[src/rtl/neuro_pkg.sv]
`default_nettype none

package neuro_pkg;

    ////////////////////////////////////////
    // bus and datapath widths
    ////////////////////////////////////////

    // apb address and data
    localparam int addr_w = 8;
    localparam int data_w = 32;

    // window length register, in clock cycles minus one
    localparam int win_w = 16;

    // per-window spike count, saturates at all ones
    localparam int cnt_w = 8;

    // gain and leak shift coefficients
    localparam int gain_w = 8;
    localparam int shift_w = 4;

    // emg output, unsigned and saturating
    localparam int emg_w = 18;

    // completed-window index, wraps
    localparam int idx_w = 16;

    // emg datapath intermediates
    // sum of two counts needs one extra bit
    localparam int sum_w = cnt_w + 1;
    localparam int drive_w = sum_w + gain_w;
    // one guard bit above emg for the overflow check
    localparam int acc_w = emg_w + 1;

    // saturation limits
    localparam logic [cnt_w-1:0] cnt_max = '1;
    localparam logic [emg_w-1:0] emg_max = '1;

    ////////////////////////////////////////
    // register map
    ////////////////////////////////////////

    // byte addresses, upper four are read-only
    typedef enum logic [addr_w-1:0] {
        reg_ctrl     = 8'h00,
        reg_window   = 8'h04,
        reg_gain     = 8'h08,
        reg_leak     = 8'h0C,
        reg_sl_count = 8'h10,
        reg_ll_count = 8'h14,
        reg_emg      = 8'h18,
        reg_index    = 8'h1C
    } reg_addr_e;

    // register reset values
    localparam logic [win_w-1:0] window_rst = 16'd99;
    localparam logic [gain_w-1:0] gain_rst = 8'd1;
    localparam logic [shift_w-1:0] leak_rst = 4'd2;

endpackage

`default_nettype wire

[src/rtl/neuro_cfg_if.sv]
`default_nettype none

interface neuro_cfg_if;
    import neuro_pkg::*;

    // global run enable, ctrl bit 0
    logic enable;
    // window period is window_len + 1 cycles
    logic [win_w-1:0] window_len;
    // emg drive gain
    logic [gain_w-1:0] gain;
    // leak as a right shift of the integrator
    logic [shift_w-1:0] leak_shift;

    // register block drives everything
    modport host (output enable, output window_len, output gain, output leak_shift);
    modport timer (input enable, input window_len);
    modport counter (input enable);
    modport filter (input enable, input gain, input leak_shift);

endinterface

`default_nettype wire

[src/rtl/emg_core_top.sv]
`default_nettype none

module emg_core_top (
    input  logic                        ep50trig,
    input  logic                        reset_global,
    // apb3 slave
    input  logic [neuro_pkg::addr_w-1:0] i_paddr,
    input  logic                        i_psel,
    input  logic                        i_penable,
    input  logic                        i_pwrite,
    input  logic [neuro_pkg::data_w-1:0] i_pwdata,
    output logic [neuro_pkg::data_w-1:0] o_prdata,
    output logic                        o_pready,
    output logic                        o_pslverr,
    // short-latency loop, local motor neurons
    input  logic                        i_mn_spike,
    // long-latency loop, from the other board
    input  logic                        i_ll_spike,
    output logic [neuro_pkg::emg_w-1:0]  o_emg,
    output logic                        o_emg_valid
);
    import neuro_pkg::*;

    logic tick;
    logic [idx_w-1:0] win_index;
    logic [cnt_w-1:0] sl_count;
    logic [cnt_w-1:0] ll_count;
    logic count_valid;

    // shared configuration
    neuro_cfg_if cfg_if ();

    host_regs u_host_regs (
        .ep50trig      (ep50trig),
        .reset_global  (reset_global),
        .i_paddr       (i_paddr),
        .i_psel        (i_psel),
        .i_penable     (i_penable),
        .i_pwrite      (i_pwrite),
        .i_pwdata      (i_pwdata),
        .o_prdata      (o_prdata),
        .o_pready      (o_pready),
        .o_pslverr     (o_pslverr),
        .i_sl_count    (sl_count),
        .i_ll_count    (ll_count),
        .i_count_valid (count_valid),
        .i_emg         (o_emg),
        .i_index       (win_index),
        .cfg           (cfg_if.host)
    );

    window_timer u_window_timer (
        .ep50trig     (ep50trig),
        .reset_global (reset_global),
        .cfg          (cfg_if.timer),
        .o_tick       (tick),
        .o_index      (win_index)
    );

    spike_counter sl_counter (
        .ep50trig      (ep50trig),
        .reset_global  (reset_global),
        .cfg           (cfg_if.counter),
        .i_spike       (i_mn_spike),
        .i_tick        (tick),
        .o_count       (sl_count),
        .o_count_valid (count_valid)
    );

    // same tick and timing as sl_counter, its valid is redundant
    spike_counter ll_counter (
        .ep50trig      (ep50trig),
        .reset_global  (reset_global),
        .cfg           (cfg_if.counter),
        .i_spike       (i_ll_spike),
        .i_tick        (tick),
        .o_count       (ll_count),
        .o_count_valid ()
    );

    emg_filter u_emg_filter (
        .ep50trig     (ep50trig),
        .reset_global (reset_global),
        .cfg          (cfg_if.filter),
        .i_sl_count   (sl_count),
        .i_ll_count   (ll_count),
        .i_valid      (count_valid),
        .o_emg        (o_emg),
        .o_emg_valid  (o_emg_valid)
    );

endmodule

`default_nettype wire

[src/rtl/emg_filter.sv]
`default_nettype none

module emg_filter (
    input  logic                       ep50trig,
    input  logic                       reset_global,
    neuro_cfg_if.filter                cfg,
    input  logic [neuro_pkg::cnt_w-1:0] i_sl_count,
    input  logic [neuro_pkg::cnt_w-1:0] i_ll_count,
    input  logic                       i_valid,
    output logic [neuro_pkg::emg_w-1:0] o_emg,
    output logic                       o_emg_valid
);
    import neuro_pkg::*;

    logic [sum_w-1:0] count_sum;
    logic [drive_w-1:0] drive;
    logic [emg_w-1:0] leak;
    logic [emg_w-1:0] emg_kept;
    logic [acc_w-1:0] emg_next;
    logic [emg_w-1:0] emg_sat;

    ////////////////////////////////////////
    // drive term
    ////////////////////////////////////////

    // short plus long latency counts
    assign count_sum = sum_w'(i_sl_count) + sum_w'(i_ll_count);
    // max 510 * 255, fits drive_w
    assign drive = drive_w'(count_sum) * drive_w'(cfg.gain);

    ////////////////////////////////////////
    // leaky integrator
    ////////////////////////////////////////

    // first-order decay, shift of 0 empties the integrator
    assign leak = o_emg >> cfg.leak_shift;
    // never underflows, leak <= o_emg
    assign emg_kept = o_emg - leak;
    assign emg_next = acc_w'(emg_kept) + acc_w'(drive);

    // clip to the top of the emg range
    assign emg_sat = emg_next[acc_w-1] ? emg_max : emg_next[emg_w-1:0];

    always_ff @(posedge ep50trig)
    begin
        if (reset_global || !cfg.enable)
        begin
            // disabled run restarts from zero
            o_emg <= '0;
            o_emg_valid <= 1'b0;
        end
        else
        begin
            // one update per window, on the edge closing the valid pulse
            o_emg_valid <= i_valid;
            if (i_valid)
                o_emg <= emg_sat;
        end
    end

endmodule

`default_nettype wire

[src/rtl/host_regs.sv]
`default_nettype none

module host_regs (
    input  logic                        ep50trig,
    input  logic                        reset_global,
    // apb3 slave
    input  logic [neuro_pkg::addr_w-1:0] i_paddr,
    input  logic                        i_psel,
    input  logic                        i_penable,
    input  logic                        i_pwrite,
    input  logic [neuro_pkg::data_w-1:0] i_pwdata,
    output logic [neuro_pkg::data_w-1:0] o_prdata,
    output logic                        o_pready,
    output logic                        o_pslverr,
    // results from the datapath
    input  logic [neuro_pkg::cnt_w-1:0]  i_sl_count,
    input  logic [neuro_pkg::cnt_w-1:0]  i_ll_count,
    input  logic                        i_count_valid,
    input  logic [neuro_pkg::emg_w-1:0]  i_emg,
    input  logic [neuro_pkg::idx_w-1:0]  i_index,
    neuro_cfg_if.host                   cfg
);
    import neuro_pkg::*;

    reg_addr_e addr;
    logic access;
    logic addr_hit;
    logic read_only;
    logic wr_ok;

    // writable registers
    logic ctrl_en;
    logic [win_w-1:0] window_q;
    logic [gain_w-1:0] gain_q;
    logic [shift_w-1:0] leak_q;

    // counts captured once per window
    logic [cnt_w-1:0] sl_count_q;
    logic [cnt_w-1:0] ll_count_q;

    ////////////////////////////////////////
    // apb decode
    ////////////////////////////////////////

    assign addr = reg_addr_e'(i_paddr);
    // access phase, zero wait states
    assign access = i_psel & i_penable;
    assign o_pready = 1'b1;

    // readback mux and address classification
    always_comb
    begin
        o_prdata = '0;
        addr_hit = 1'b1;
        read_only = 1'b0;
        case (addr)
            reg_ctrl:     o_prdata = data_w'(ctrl_en);
            reg_window:   o_prdata = data_w'(window_q);
            reg_gain:     o_prdata = data_w'(gain_q);
            reg_leak:     o_prdata = data_w'(leak_q);
            reg_sl_count:
            begin
                o_prdata = data_w'(sl_count_q);
                read_only = 1'b1;
            end
            reg_ll_count:
            begin
                o_prdata = data_w'(ll_count_q);
                read_only = 1'b1;
            end
            // live values, held by the filter and timer between windows
            reg_emg:
            begin
                o_prdata = data_w'(i_emg);
                read_only = 1'b1;
            end
            reg_index:
            begin
                o_prdata = data_w'(i_index);
                read_only = 1'b1;
            end
            default:      addr_hit = 1'b0;
        endcase
    end

    // unmapped, or a write to a status register
    assign o_pslverr = access & (~addr_hit | (i_pwrite & read_only));
    assign wr_ok = access & i_pwrite & addr_hit & ~read_only;

    ////////////////////////////////////////
    // register file
    ////////////////////////////////////////

    always_ff @(posedge ep50trig)
    begin
        if (reset_global)
        begin
            ctrl_en <= 1'b0;
            window_q <= window_rst;
            gain_q <= gain_rst;
            leak_q <= leak_rst;
        end
        else if (wr_ok)
        begin
            // write lands on the edge closing the access phase
            case (addr)
                reg_ctrl:   ctrl_en <= i_pwdata[0];
                reg_window: window_q <= i_pwdata[win_w-1:0];
                reg_gain:   gain_q <= i_pwdata[gain_w-1:0];
                reg_leak:   leak_q <= i_pwdata[shift_w-1:0];
                default:    ;
            endcase
        end
    end

    // both counters report in the same cycle
    always_ff @(posedge ep50trig)
    begin
        if (reset_global)
        begin
            sl_count_q <= '0;
            ll_count_q <= '0;
        end
        else if (i_count_valid)
        begin
            sl_count_q <= i_sl_count;
            ll_count_q <= i_ll_count;
        end
    end

    // configuration out to the datapath
    assign cfg.enable = ctrl_en;
    assign cfg.window_len = window_q;
    assign cfg.gain = gain_q;
    assign cfg.leak_shift = leak_q;

endmodule

`default_nettype wire

[src/rtl/spike_counter.sv]
`default_nettype none

module spike_counter (
    input  logic                       ep50trig,
    input  logic                       reset_global,
    neuro_cfg_if.counter               cfg,
    input  logic                       i_spike,
    input  logic                       i_tick,
    output logic [neuro_pkg::cnt_w-1:0] o_count,
    output logic                       o_count_valid
);
    import neuro_pkg::*;

    // two-stage synchronizer plus one stage for edge detect
    logic [2:0] spk_q;
    logic spk_rise;

    logic [cnt_w-1:0] run_cnt;
    logic [cnt_w-1:0] run_next;
    // tick seen last cycle, count is already latched
    logic latched_q;

    assign spk_rise = spk_q[1] & ~spk_q[2];

    // saturating increment at 255
    assign run_next = (spk_rise && (run_cnt != cnt_max)) ? run_cnt + cnt_w'(1) : run_cnt;

    // sync chain keeps sampling while disabled
    // so a line already high at enable is not seen as an edge
    always_ff @(posedge ep50trig)
    begin
        if (reset_global)
            spk_q <= '0;
        else
            spk_q <= {spk_q[1:0], i_spike};
    end

    always_ff @(posedge ep50trig)
    begin
        if (reset_global || !cfg.enable)
        begin
            run_cnt <= '0;
            o_count <= '0;
            latched_q <= 1'b0;
            o_count_valid <= 1'b0;
        end
        else
        begin
            latched_q <= i_tick;
            // output settles one cycle before valid
            o_count_valid <= latched_q;
            if (i_tick)
            begin
                // tick cycle edge goes into this window
                o_count <= run_next;
                run_cnt <= '0;
            end
            else
            begin
                run_cnt <= run_next;
            end
        end
    end

endmodule

`default_nettype wire

[src/rtl/window_timer.sv]
`default_nettype none

module window_timer (
    input  logic                        ep50trig,
    input  logic                        reset_global,
    neuro_cfg_if.timer                  cfg,
    output logic                        o_tick,
    output logic [neuro_pkg::idx_w-1:0]  o_index
);
    import neuro_pkg::*;

    // cycle position inside the current window
    logic [win_w-1:0] cyc_cnt;
    logic last_cyc;

    // last cycle of the window, also catches a shortened window_len
    assign last_cyc = (cyc_cnt >= cfg.window_len);
    assign o_tick = cfg.enable & last_cyc;

    always_ff @(posedge ep50trig)
    begin
        if (reset_global)
        begin
            cyc_cnt <= '0;
            o_index <= '0;
        end
        else if (!cfg.enable)
        begin
            // idle, next enable starts a fresh window
            cyc_cnt <= '0;
            o_index <= '0;
        end
        else if (last_cyc)
        begin
            cyc_cnt <= '0;
            // completed windows, wraps at idx_w
            o_index <= o_index + idx_w'(1);
        end
        else
        begin
            cyc_cnt <= cyc_cnt + win_w'(1);
        end
    end

endmodule

`default_nettype wire

[config.mk]
export PLATFORM = sky130hd
export DESIGN_NAME = emg_core_top
export DESIGN_NICKNAME = d
export VERILOG_FILES = /design/src/rtl/neuro_pkg.sv /design/src/rtl/neuro_cfg_if.sv /design/src/rtl/emg_core_top.sv /design/src/rtl/emg_filter.sv /design/src/rtl/host_regs.sv /design/src/rtl/spike_counter.sv /design/src/rtl/window_timer.sv
export SDC_FILE = /design/constraint.sdc
export NUM_CORES = 1
export LEC_CHECK = 0
export BUFFER_PORTS_ARGS = -buffer_cell sky130_fd_sc_hd__buf_2
export CORE_MARGIN = 1.5
export CORE_UTILIZATION = 45
export DETAILED_ROUTE_END_ITERATION = 10
export GPL_TIMING_DRIVEN = 1
export PLACE_DENSITY_LB_ADDON = 0.12
export REMOVE_ABC_BUFFERS = 1
export SYNTH_ARGS = -nofsm -noshare
export SYNTH_HDL_FRONTEND = slang
export SYNTH_HIERARCHICAL = 1
export SYNTH_SLANG_ARGS = --single-unit
[constraint.sdc]
create_clock -name ep50trig -period 10.8 [get_ports ep50trig]
set_input_delay 1.62 -clock ep50trig [delete_from_list [all_inputs] [get_ports ep50trig]]
set_output_delay 1.62 -clock ep50trig [all_outputs]
set_load 0.005 [all_outputs]
==> run summary, run 1 <==
STA classifies the critical path endpoint as a register. In this run the mean area of a mapped cell was 8.574 um^2. The layout cell share with drive strength beyond 1 was 0.1325. The final worst clock skew was 0.01308 ns. The tree built by TritonCTS fans out to 136 sinks.

Summed over all layers, the global routing overflow is 0. The total core area came out at 0.02446 mm^2. Buffers inserted during clock tree synthesis total 17. The combined global-route utilization of all metal layers is 0.2344, and the layout overhead on the synthesized area is 9.840%.

The largest single stage delay on the critical path is 1.02 ns. The first global-routing pass estimated 48020 um of wire. At the later pin of the worst-skew pair, clock insertion delay measures 0.43 ns.

The placer's final routability congestion estimate was 0.8705; the count of pins on the block boundary was 100. Slew at the pin with the worst max-slew slack: 1.057 ns. In this design, the largest share of critical-path delay is due to adder cells. The final number of hold-violating endpoints is 0, and the final routed wirelength across all metal layers is 29300 um. The tools report the gate count of the mapped netlist as 1314. In this run the worst hold path is classified as register to register. The die is 161.2 um wide. The total count of max-transition violations in the final report is 0, and the number of remaining DRC errors is 0. The run gives 9046 as the number of global-route vias before repair. The achievable frequency is 126.9 MHz, and the post-route minimum period is 7.879 ns. Once detail routing completed, the nets flagged for antenna violations numbered 0. The share of the clock period used by the worst path is 0.7295. The headroom to the max-slew limit is 0.2947, and the number of buffers between clock root and the deepest sink is 2. Setup violations remaining at the end of the flow were counted as 0. The floorplan step defined a die boundary enclosing 0.02599 mm^2. The logs give 0 for the number of antenna violations at the first check in global routing and 0.08469 mV for the worst ir drop on vdd. Buffers placed on the I/O ports in this run total 68. The setup check on the worst reg-to-reg path leaves a slack of 2.92 ns.

By instance count, the cell type seen most on the critical path is fa_1. For this block, the via count after detailed routing is 9320. Entering global routing, the biggest net connects 62 pins. Worst reg2reg path depth: 27. By startpoint and endpoint, the worst setup path is classified as register to register. The largest driver fanout on the critical path was 25; the yosys synthesis warning count was 6. The kind of start point of the critical path was a register. The power density over the cells was 93.20 mW/mm^2. H-tree depth: 4. The worst setup timing slack at the placement stage was 3.004 ns; the number of iterations in the first detailed-routing pass was 5. The floorplan step set the die height to 161.2 um. The tools report the initial core utilization as 0.4605. The instance count along the most critical hold path was 1.

Clock-pin slew was measured on the worst setup and hold paths at 0.07 ns. The number of antenna diodes in the final layout is 0. Setup slack on the critical path of the routed design comes to 2.921 ns. TritonCTS built the clock tree. The number of placement rows was 57. After clock tree synthesis, the setup repair step added 0 buffers. After detailed routing, the number of vias per cell comes to 5.489. The signal arrival time at the worst endpoint was 8.18 ns; the total of max-cap violations was 0. For the final routed database, the setup TNS stands at 0 ns.

The number of hold buffers added after CTS was 0. The post-cts repair resize count came out at 0. STA puts the critical path data required time at 11.10 ns.

The net count of the finished layout is 1553. The post-synthesis instance area was 0.01127 mm^2. The run finished with clean final reports.

The largest individual stage delay along the critical path comes from the cell dfxtp_1. The utilization after layout came out at 0.5059. Counting both buffers and inverters, the worst setup path holds a total of 4. Summed over all nets, the half-perimeter wirelength after detailed placement is 22290 um. CTS placed an instance of clkbuf_16 at the clock tree root. The number of cells on the critical path was 27; the DRC violation total after the first TritonRoute iteration was 597. The routed wire length per instance is 17.26 um.

The analysis attributes to cell leakage a power of 0.005390 uW. After filler insertion, the fill cell instance count of the layout stands at 2396. Setup repair after global routing left no endpoint under its margin.
## cell usage in the layout, fill, tap and decap left out, drive strengths merged, types with 29 or more instances in the layout
cell / instances
dfxtp: 136
mux2i: 55
o21ai: 80
nor2: 104
nand3: 29
a21oi: 83
inv: 136
and2: 55
nand2: 136
ha: 86
fa: 59
buf: 71
## per-stage QoR
stage / hold slack [ns] / area (um^2) / total power [uW] / cells
6_report: 0.4454 / 12370 / 1153 / 1698
5_1_grt: 0.4768 / 12370 / 1187 / 1698
4_1_cts: 0.4445 / 12370 / 1167 / 1698
3_5_place_dp: 0.4272 / 11760 / 545.5 / 1666
3_3_place_gp: 0.4176 / 11760 / 545.3 / 1666
2_1_floorplan: 0.4138 / 10990 / 527.9 / 1271
## path summary, 6_finish.rpt
| kind | to | startpoint |
|---|---|---|
| min reg2reg | sl_counter/spk_q[1]$_SDFF_PP0_ | sl_counter/spk_q[0]$_SDFF_PP0_ |
| max | u_emg_filter/o_emg[1]$_SDFFE_PP0P_ | u_host_regs/cfg.leak_shift[1]$_SDFFE_PP1P_ |
| min | sl_counter/spk_q[1]$_SDFF_PP0_ | sl_counter/spk_q[0]$_SDFF_PP0_ |
| max reg2reg | u_emg_filter/o_emg[1]$_SDFFE_PP0P_ | u_host_regs/cfg.leak_shift[1]$_SDFFE_PP1P_ |
## state kept, by name (all words and copies together) (netlist names)
signal                      flops
sl_counter/spk_q                3
u_host_regs/sl_count_q          8
sl_counter/o_count_valid        1
u_host_regs/cfg.leak_shift      4
sl_counter/o_count              8
ll_counter/spk_q                3
sl_counter/run_cnt              8
u_window_timer/cyc_cnt         16
u_host_regs/cfg.gain            8
sl_counter/latched_q            1
u_host_regs/cfg.window_len     16
u_emg_filter/o_emg_valid        1
ll_counter/run_cnt              8
u_emg_filter/o_emg             18
u_host_regs/cfg.enable          1
u_host_regs/ll_count_q          8
ll_counter/o_count              8
u_window_timer/o_index         16
## worst reg2reg max path, delay by kind of cell (launching register included)
| kind | cells | cell delay, ns |
|---|---|---|
| AOI/OAI and AO/OA | 7 | 1.53 |
| DFF | 1 | 1.02 |
| buffers and inverters | 4 | 0.54 |
| adders and majority gates | 6 | 2.59 |
| xor gates and xnor gates | 1 | 0.12 |
| muxes | 2 | 0.80 |
| and+or+nand+nor | 7 | 1.17 |
## routing by layer
| metal | up-vias | GRT usage | part of all wire |
|---|---|---|---|
| li1 | 4585 | - | - |
| met1 | 4487 | 0.3244 | 0.48 |
| met2 | 223 | 0.3905 | 0.47 |
| met3 | 25 | 0.02722 | 0.044 |
| met4 | 0 | 0.05598 | 0.013 |
| met5 | - | 0 | 0 |
## final cells by class
cell class                 count  area [um^2]  share of cell area
clock inverter                14        175.2             0.01416
inverter                     128        480.5             0.03883
timing repair buffer          71        362.8             0.02932
tap                          324        405.4             0.03276
clock buffer                  18        439.2             0.03549
multi-input combinational   1007         7789              0.6294
sequential                   136         2723              0.2200
## where the power goes
part           total (uW)  switching [uW]  internal (uW)
logic                31.7            20.8           11.0
registers             502           0.453            502
clock network         619             280            339
total                1150             301            852
No activity file was read; power rests on OpenSTA's default activity.
==> run 2, diff against run 1 <==
--- a/config.mk
+++ b/config.mk
@@ -5,6 +5,7 @@
 export SDC_FILE = /design/constraint.sdc
 export NUM_CORES = 1
 export LEC_CHECK = 0
+export ABC_AREA = 1
 export BUFFER_PORTS_ARGS = -buffer_cell sky130_fd_sc_hd__buf_2
 export CORE_MARGIN = 1.5
 export CORE_UTILIZATION = 45
==> constraint.sdc (replaced) <==
create_clock -name ep50trig -period 6.46 [get_ports ep50trig]
set_input_delay 0.969 -clock ep50trig [delete_from_list [all_inputs] [get_ports ep50trig]]
set_output_delay 0.969 -clock ep50trig [all_outputs]
set_load 0.005 [all_outputs]
==> run 2 against run 1 <==
Against the previous run:
- die area up 11%
- count of clock-buffer cells in the layout down 1
- first-iteration DRC count up 51%
- non-clock buffer count up 31
- global-route usage up 1.1 points
- cell count up 40%
- critical endpoint is now u_emg_filter/o_emg[15]$_SDFFE_PP0P_
==> run summary, run 2 <==
The gate count of the mapped netlist was 1912 (was 1314); the post-cts hold buffer count was 0 (unchanged). For the detailed-placement wirelength estimate, the log shows 27750 um (was 22290 um). The kind of start point of the critical path was a register (unchanged).

The tools report the clock insertion delay at the later pin of the skew report as 0.43 ns (about the same). Clock tree root buffer cell: clkbuf_16 (unchanged). The number of buffers created by CTS was 17 (unchanged); the worst reg2reg path depth was 33 (was 27). The total count of max-transition violations in the final report came out at 0 (unchanged). The run gives 10866 (was 9046) as the number of global-route vias before repair. The combined global-route utilization of all metal layers is 0.2459 (was 0.2344).

The number of antenna violations at the first check in global routing was 1 (was 0). The flow ran to the end, and the final reports show no timing, DRC or antenna violations. The via density per instance works out to 4.985 (was 5.489). The layout cell share with drive strength beyond 1 came out at 0.1277 (was 0.1325). The number of placement rows was 61 (was 57). Critical path capture point type: a register (unchanged). Global route total overflow: 0 (unchanged). For the number of buffers between clock root and the deepest sink, the log shows 2 (unchanged). Setup repair after global routing left no endpoint under its margin. The CTS clock-pin slew for the worst setup and hold paths was 0.07 ns (about the same); the largest net degree at the start of global routing was 46 (was 62).

Kind of cell with the highest combined delay on the critical path: adder cells (unchanged). For the total leakage power, the log shows 0.007089 uW (was 0.005390 uW). The register bank with the most flops was u_emg_filter/o_emg (unchanged).

TritonCTS built the clock tree. The cell with the largest stage delay on the worst path is fa_1 (was dfxtp_1). The run gives 136 (unchanged) as the CTS sink count. Worst setup path category: register to register (unchanged).

The die outline area is 0.02895 mm^2 (was 0.02599 mm^2). The logs give 0.01402 mm^2 (was 0.01237 mm^2) for the finished layout cell area and 901 (was 597) for the DRC violation total after the first TritonRoute iteration. The logs give 0 ns (unchanged) for the final sum of negative setup slack and 11845 (was 9320) for the number of vias after detailed routing.

Cell seen most often among critical-path stages: nand2_1 (was fa_1). The tools report the yosys synthesis warning count as 6 (unchanged). The worst min-delay path class is register to register (unchanged). Highest-count cells in the layout ignoring fill and taps: nand2_1, inv_1, nor2_1, nand3_1, dfxtp_1 (was dfxtp_1, inv_1, nand2_1, nor2_1, ha_1). The logs give 0.02763 mm^2 (was 0.02446 mm^2) for the total core area and 4 (unchanged) for the H-tree depth.

The tools report the start point of the worst hold path as ll_counter/spk_q[0]$_SDFF_PP0_ (was sl_counter/spk_q[0]$_SDFF_PP0_). The logs give 0.01257 mm^2 (was 0.01127 mm^2) for the post-synthesis instance area and 0.5074 (was 0.5059) for the utilization after layout. The y dimension of the die works out to 170.1 um (was 161.2 um).

The number of I/O port buffers works out to 68 (unchanged). The logs give 0.28 ns (was 2.92 ns) for the register-to-register setup slack and 35000 um (was 29300 um) for the final routed wirelength across all metal layers. The final setup violation count is 0 (unchanged). The number of buffers and inverters on the critical path came out at 5 (was 4). The power density over the cells works out to 136.9 mW/mm^2 (was 93.20 mW/mm^2).

The number of iterations in the first detailed-routing pass came out at 5 (unchanged). The worst hold slack across all endpoints is 0.4046 ns (was 0.4454 ns). The signal arrival time at the worst endpoint came out at 6.51 ns (was 8.18 ns). The share of the clock period used by the worst path was 0.9574 (was 0.7295); the final worst clock skew was 0.009154 ns (was 0.01308 ns).

For the global-route wire length before repair, the log shows 55740 um (was 48020 um). The run gives 100 (unchanged) as the count of pins on the block boundary. The achievable frequency is 161.7 MHz (was 126.9 MHz), and the worst path required time is 6.79 ns (was 11.10 ns). The instance count along the most critical hold path came out at 2 (was 1). The tools report the headroom to the max-slew limit as 0.4151 (was 0.2947).

The post-placement cell count was 2341 (was 1666); the cell area reported after detailed placement was 0.01332 mm^2 (was 0.01176 mm^2). The most common cell after layout, fill and taps aside was nand2_1 (was dfxtp_1). For the initial core utilization, the log shows 0.4550 (was 0.4605). The flip-flop count of the largest register, all copies and words added was 18 (unchanged). Combinational cell fraction of total power: 0.024 (was 0.028). The maximum cell stage delay along the critical path was 0.52 ns (was 1.02 ns). For the relative contribution of the clock network to total power, the log shows 0.538 (was 0.537).

Hold-critical path endpoint: ll_counter/spk_q[1]$_SDFF_PP0_ (was sl_counter/spk_q[1]$_SDFF_PP0_). For the sequential share of power, the log shows 0.438 (was 0.436). Critical register-to-register path startpoint: u_host_regs/cfg.leak_shift[0]$_SDFFE_PP0P_ (was u_host_regs/cfg.leak_shift[1]$_SDFFE_PP1P_). The slew at the pin with the worst max-slew slack was 0.8764 ns (was 1.057 ns); the routed wire length per instance was 14.73 um (was 17.26 um).

Number of nets in the final layout: 2176 (was 1553). The tools report the endpoint of the lowest-slack register-to-register path as u_emg_filter/o_emg[15]$_SDFFE_PP0P_ (was u_emg_filter/o_emg[1]$_SDFFE_PP0P_). The tools report the net switching power as 449.0 uW (was 301.3 uW). The largest driver fanout on the critical path is 16 (was 25), and the number of remaining DRC errors is 0 (unchanged). The number of antenna-violating nets in the routed design came out at 0 (unchanged). The post-route minimum period was 6.185 ns (was 7.879 ns).

For the total of max-cap violations, the log shows 0 (unchanged). The die span in x works out to 170.1 um (was 161.2 um). The run gives 0.9106 (was 0.8705) as the placer's final routability congestion estimate. The worst ir drop on vdd is 0.1660 mV (was 0.08469 mV), and the internal power component is 1470 uW (was 852.0 uW). The share of total power consumed by net switching is 0.2340 (was 0.2612), and the layout overhead on the synthesized area is 11.53% (was 9.840%). The average footprint of a synthesized cell came out at 6.575 um^2 (was 8.574 um^2). The tools report the final standard cell count with taps included and fillers excluded as 2376 (was 1698). The final number of hold-violating endpoints is 0 (unchanged).
[run 2: power groups by stage]
stage	Combinational [uW]	Clock [uW]	Sequential (uW)
3_5_place_dp	46.1	0	859
6_report	46.6	1030	840
3_3_place_gp	45.6	0	859
5_1_grt	51.9	1090	840
2_1_floorplan	25.5	0	859
4_1_cts	46.3	1050	840
[run 2: cell type report]
cell class                      instances  area [um^2]
Clock inverter                         15        188.9
Clock buffer                           17        425.4
Timing Repair Buffer                  102        625.6
Fill cell                            2928        13610
Antenna cell                            1        2.502
Tap cell                              378        473.0
Sequential cell                       136         2724
Inverter                              366         1374
Multi-Input combinational cell       1361         8207
[run 2: routing by layer]
layer,vias up,GRT usage,wire (um)
met5,-,0,0
met4,0,0.06887,653
met3,43,0.03907,1781
met2,284,0.3867,15430
met1,5417,0.3472,17140
li1,6101,-,-
[run 2: worst max path at each step]
stage | depth (start not counted) | startpoint | to | slack (ns)
3_5_place_dp | 32 | u_host_regs/cfg.leak_shift[0]$_SDFFE_PP0P_ | u_emg_filter/o_emg[0]$_SDFFE_PP0P_ | 0.28
3_3_place_gp | 32 | u_host_regs/cfg.leak_shift[0]$_SDFFE_PP0P_ | u_emg_filter/o_emg[7]$_SDFFE_PP0P_ | 0.34
4_1_cts | 32 | u_host_regs/cfg.leak_shift[0]$_SDFFE_PP0P_ | u_emg_filter/o_emg[0]$_SDFFE_PP0P_ | 0.23
5_1_grt | 35 | u_host_regs/cfg.leak_shift[0]$_SDFFE_PP0P_ | u_emg_filter/o_emg[13]$_SDFFE_PP0P_ | 0.005
6_report | 33 | u_host_regs/cfg.leak_shift[0]$_SDFFE_PP0P_ | u_emg_filter/o_emg[15]$_SDFFE_PP0P_ | 0.28
2_1_floorplan | 34 | u_host_regs/cfg.leak_shift[0]$_SDFFE_PP0P_ | u_emg_filter/o_emg[12]$_SDFFE_PP0P_ | 0.50
[run 2: timing repair]
item | CTS | global route
endpoints found under the setup margin | 0 | 18
setup buffers | 0 | 1
resized for setup | 0 | 16
[run 2: worst register-to-register path, delay by kind of cell (launching register included)]
kind                       cells  cell delay (ns)
buffers and inverters          5             0.35
xor gates and xnor gates       1             0.09
AOI/OAI and AO/OA              4             0.77
adders and majority gates      7             2.92
and+or+nand+nor               16             1.54
DFF                            1             0.41
[run 2: stage by stage]
stage,worst slack [ns],total power [uW]
after floorplan,0.5038,884.6
after global placement,0.3445,904.8
after detailed placement,0.2799,905.3
after CTS,0.2297,1935
after global routing,0.005330,1979
final,0.2754,1919
==> run 3, diff against run 2 <==
--- a/config.mk
+++ b/config.mk
@@ -7,8 +7,10 @@
 export LEC_CHECK = 0
 export ABC_AREA = 1
 export BUFFER_PORTS_ARGS = -buffer_cell sky130_fd_sc_hd__buf_2
+export CORE_ASPECT_RATIO = 0.8
 export CORE_MARGIN = 1.5
 export CORE_UTILIZATION = 45
+export CTS_CLUSTER_SIZE = 24
 export DETAILED_ROUTE_END_ITERATION = 10
 export GPL_TIMING_DRIVEN = 1
 export PLACE_DENSITY_LB_ADDON = 0.12
==> run 3 against run 2 <==
Against the previous run:
- die area about the same
- combinational power barely moved
- register-to-register slack improved by 0.12 ns
- sequential power hardly changed
- clock power decreased by 10%
- non-clock buffer count rose by 15
- largest cell class unchanged
- final area increased by 0.32%
- count of clock-buffer cells in the layout grew 4
- flip-flop and latch count unchanged
- routed wire length up 0.28%
- fmax increased by 2.0%
==> run summary, run 3 (synthesized netlist as in run 2, its figures left out) <==
The tools report the area used by multi-input combinational logic as 0.008243 mm^2 (was 0.008207 mm^2). The worst min-delay path class is register to register (unchanged). The kind of cell with the highest combined delay on the critical path was adder cells (unchanged). The number of buffers between clock root and the deepest sink was 2 (unchanged); the flip-flop count of the largest register, all copies and words added was 18 (unchanged). The critical path capture point type is a register (unchanged). The final routed wirelength across all metal layers came out at 35100 um (was 35000 um). The y dimension of the die was 152.5 um (was 170.1 um); the via density per instance was 5.048 (was 4.985). Register bank with the most flops: u_emg_filter/o_emg (unchanged). Most common cell after layout, fill and taps aside: nand2_1 (unchanged). The logs give 0.1822 mV (was 0.1660 mV) for the worst ir drop on vdd and 0.2546 ns (was 0.2799 ns) for the worst setup timing slack at the placement stage. The maximum cell stage delay along the critical path is 0.52 ns (about the same), and the final number of hold-violating endpoints is 0 (unchanged). The routed wire length per instance is 14.78 um (was 14.73 um).

The worst path required time is 6.78 ns (was 6.79 ns). The share of the clock period used by the worst path was 0.9390 (was 0.9574). The slew at the pin with the worst max-slew slack was 0.9063 ns (was 0.8764 ns); the worst hold slack across all endpoints was 0.4005 ns (was 0.4046 ns). The die span in x is 189.9 um (was 170.1 um), and the area occupied by registers is 0.002724 mm^2 (unchanged). The cell with the largest stage delay on the worst path is fa_1 (unchanged). The register-to-register setup slack was 0.39 ns (was 0.28 ns).

Highest-count cells in the layout ignoring fill and taps: nand2_1, inv_1, nor2_1, nand3_1, dfxtp_1 (unchanged). For the final setup violation count, the log shows 0 (unchanged). The die outline area came out at 0.02895 mm^2 (about the same).

The run gives 0 (was 1) as the number of antenna violations at the first check in global routing. The combined global-route utilization of all metal layers is 0.2455 (was 0.2459). Number of antenna cells inserted: 0 (was 1).

The clock tree root buffer cell was clkbuf_16 (unchanged). TritonCTS built the clock tree. The logs give 54 (was 61) for the number of placement rows and 164.9 MHz (was 161.7 MHz) for the achievable frequency. The power density over the cells is 129.0 mW/mm^2 (was 136.9 mW/mm^2). The clock insertion delay at the later pin of the skew report was 0.42 ns (was 0.43 ns). The post-route minimum period was 6.066 ns (was 6.185 ns); the number of global-route vias before repair was 11030 (was 10866). The number of remaining DRC errors is 0 (unchanged), and the largest driver fanout on the critical path is 27 (was 16). The logs give 0.009596 ns (was 0.009154 ns) for the final worst clock skew and 0.3943 (was 0.4151) for the headroom to the max-slew limit. Kind of start point of the critical path: a register (unchanged). The worst setup path category was register to register (unchanged).

The logs give 100 (unchanged) for the count of pins on the block boundary and 0.007137 uW (was 0.007089 uW) for the total leakage power. For the largest net degree at the start of global routing, the log shows 37 (was 46). For the final worst setup slack, the log shows 0.3943 ns (was 0.2754 ns). The DRC violation total after the first TritonRoute iteration was 1070 (was 901); the total count of max-transition violations in the final report was 0 (unchanged). The CTS sink count was 136 (unchanged). The number of iterations in the first detailed-routing pass is 6 (was 5), and the signal arrival time at the worst endpoint is 6.39 ns (was 6.51 ns). The number of buffers created by CTS came out at 17 (unchanged). The CTS clock-pin slew for the worst setup and hold paths came out at 0.06 ns (was 0.07 ns). The total core area was 0.02736 mm^2 (was 0.02763 mm^2); the global-route wire length before repair was 56620 um (was 55740 um). The number of vias after detailed routing came out at 11989 (was 11845). Number of antenna-violating nets in the routed design: 0 (unchanged).

The detailed-placement wirelength estimate is 28110 um (was 27750 um), and the H-tree depth is 4 (unchanged). The flow ran to the end, and the final reports show no timing, DRC or antenna violations. The number of buffers and inverters on the critical path was 5 (unchanged); the total of max-cap violations was 0 (unchanged). The placer's final routability congestion estimate is 0.9252 (was 0.9106). The initial core utilization is 0.4594 (was 0.4550), and the final-layout fill cell count is 2788 (was 2928). Cell seen most often among critical-path stages: nand2_1 (unchanged).

The layout cell share with drive strength beyond 1 came out at 0.1338 (was 0.1277). The number of nets in the final layout is 2191 (was 2176). The number of I/O port buffers is 68 (unchanged), and the global route total overflow is 0 (unchanged).

The layout overhead on the synthesized area is 11.88% (was 11.53%).
-- run 3: report_power, final --
group          internal [uW]  total (uW)  switching, uW
clock                    539         927            388
sequential               840         841          0.476
combinational           14.5        46.9           32.4
-- run 3: area by class of cell --
cell class,count,share of cell area
multi-input combinational,1361,0.5861
inverter,366,0.09768
clock inverter,10,0.006939
tap,364,0.03238
sequential,136,0.1937
clock buffer,21,0.03203
timing repair buffer,117,0.05124
-- run 3: through the flow --
step	cell area [um^2]	util	total power, uW	std cells	TNS, ns
finish	14060	0.5140	1814	2375	0
global route	14060	0.5140	1876	2375	-0.01454
CTS	13970	0.5107	1833	2374	0
detailed placement	13430	0.4907	905.3	2343	0
global placement	13430	0.4907	904.7	2343	0
floorplan	12260	-	884.6	1863	0
-- run 3: tightest hold or removal path, stage by stage (launching register included) --
cell	delay, ns
dfxtp_1	0.29
inv_1	0.04
nor2_1	0.03
-- run 3: metal layers --
| metal | track usage | wire (um) | part of all wire | vias up |
|---|---|---|---|---|
| li1 | - | - | - | 6130 |
| met1 | 0.3738 | 17860 | 0.51 | 5499 |
| met3 | 0.03662 | 2133 | 0.061 | 24 |
| met2 | 0.3658 | 14790 | 0.42 | 336 |
| met4 | 0.04460 | 317 | 0.0090 | 0 |
| met5 | 0 | 0 | 0 | - |
-- run 3: final timing paths --
kind                                               from  cells after the start                                  end
max          u_host_regs/cfg.leak_shift[0]$_SDFFE_PP0P_                     34  u_emg_filter/o_emg[12]$_SDFFE_PP0P_
max reg2reg  u_host_regs/cfg.leak_shift[0]$_SDFFE_PP0P_                     34  u_emg_filter/o_emg[12]$_SDFFE_PP0P_
min                      ll_counter/spk_q[0]$_SDFF_PP0_                      2       ll_counter/spk_q[1]$_SDFF_PP0_
min reg2reg              ll_counter/spk_q[0]$_SDFF_PP0_                      2       ll_counter/spk_q[1]$_SDFF_PP0_
-- run 3: what timing repair did --
item	CTS	global route
gates resized for setup	0	24
setup buffers	0	1
hold buffers	0	0
setup endpoints to repair	0	18
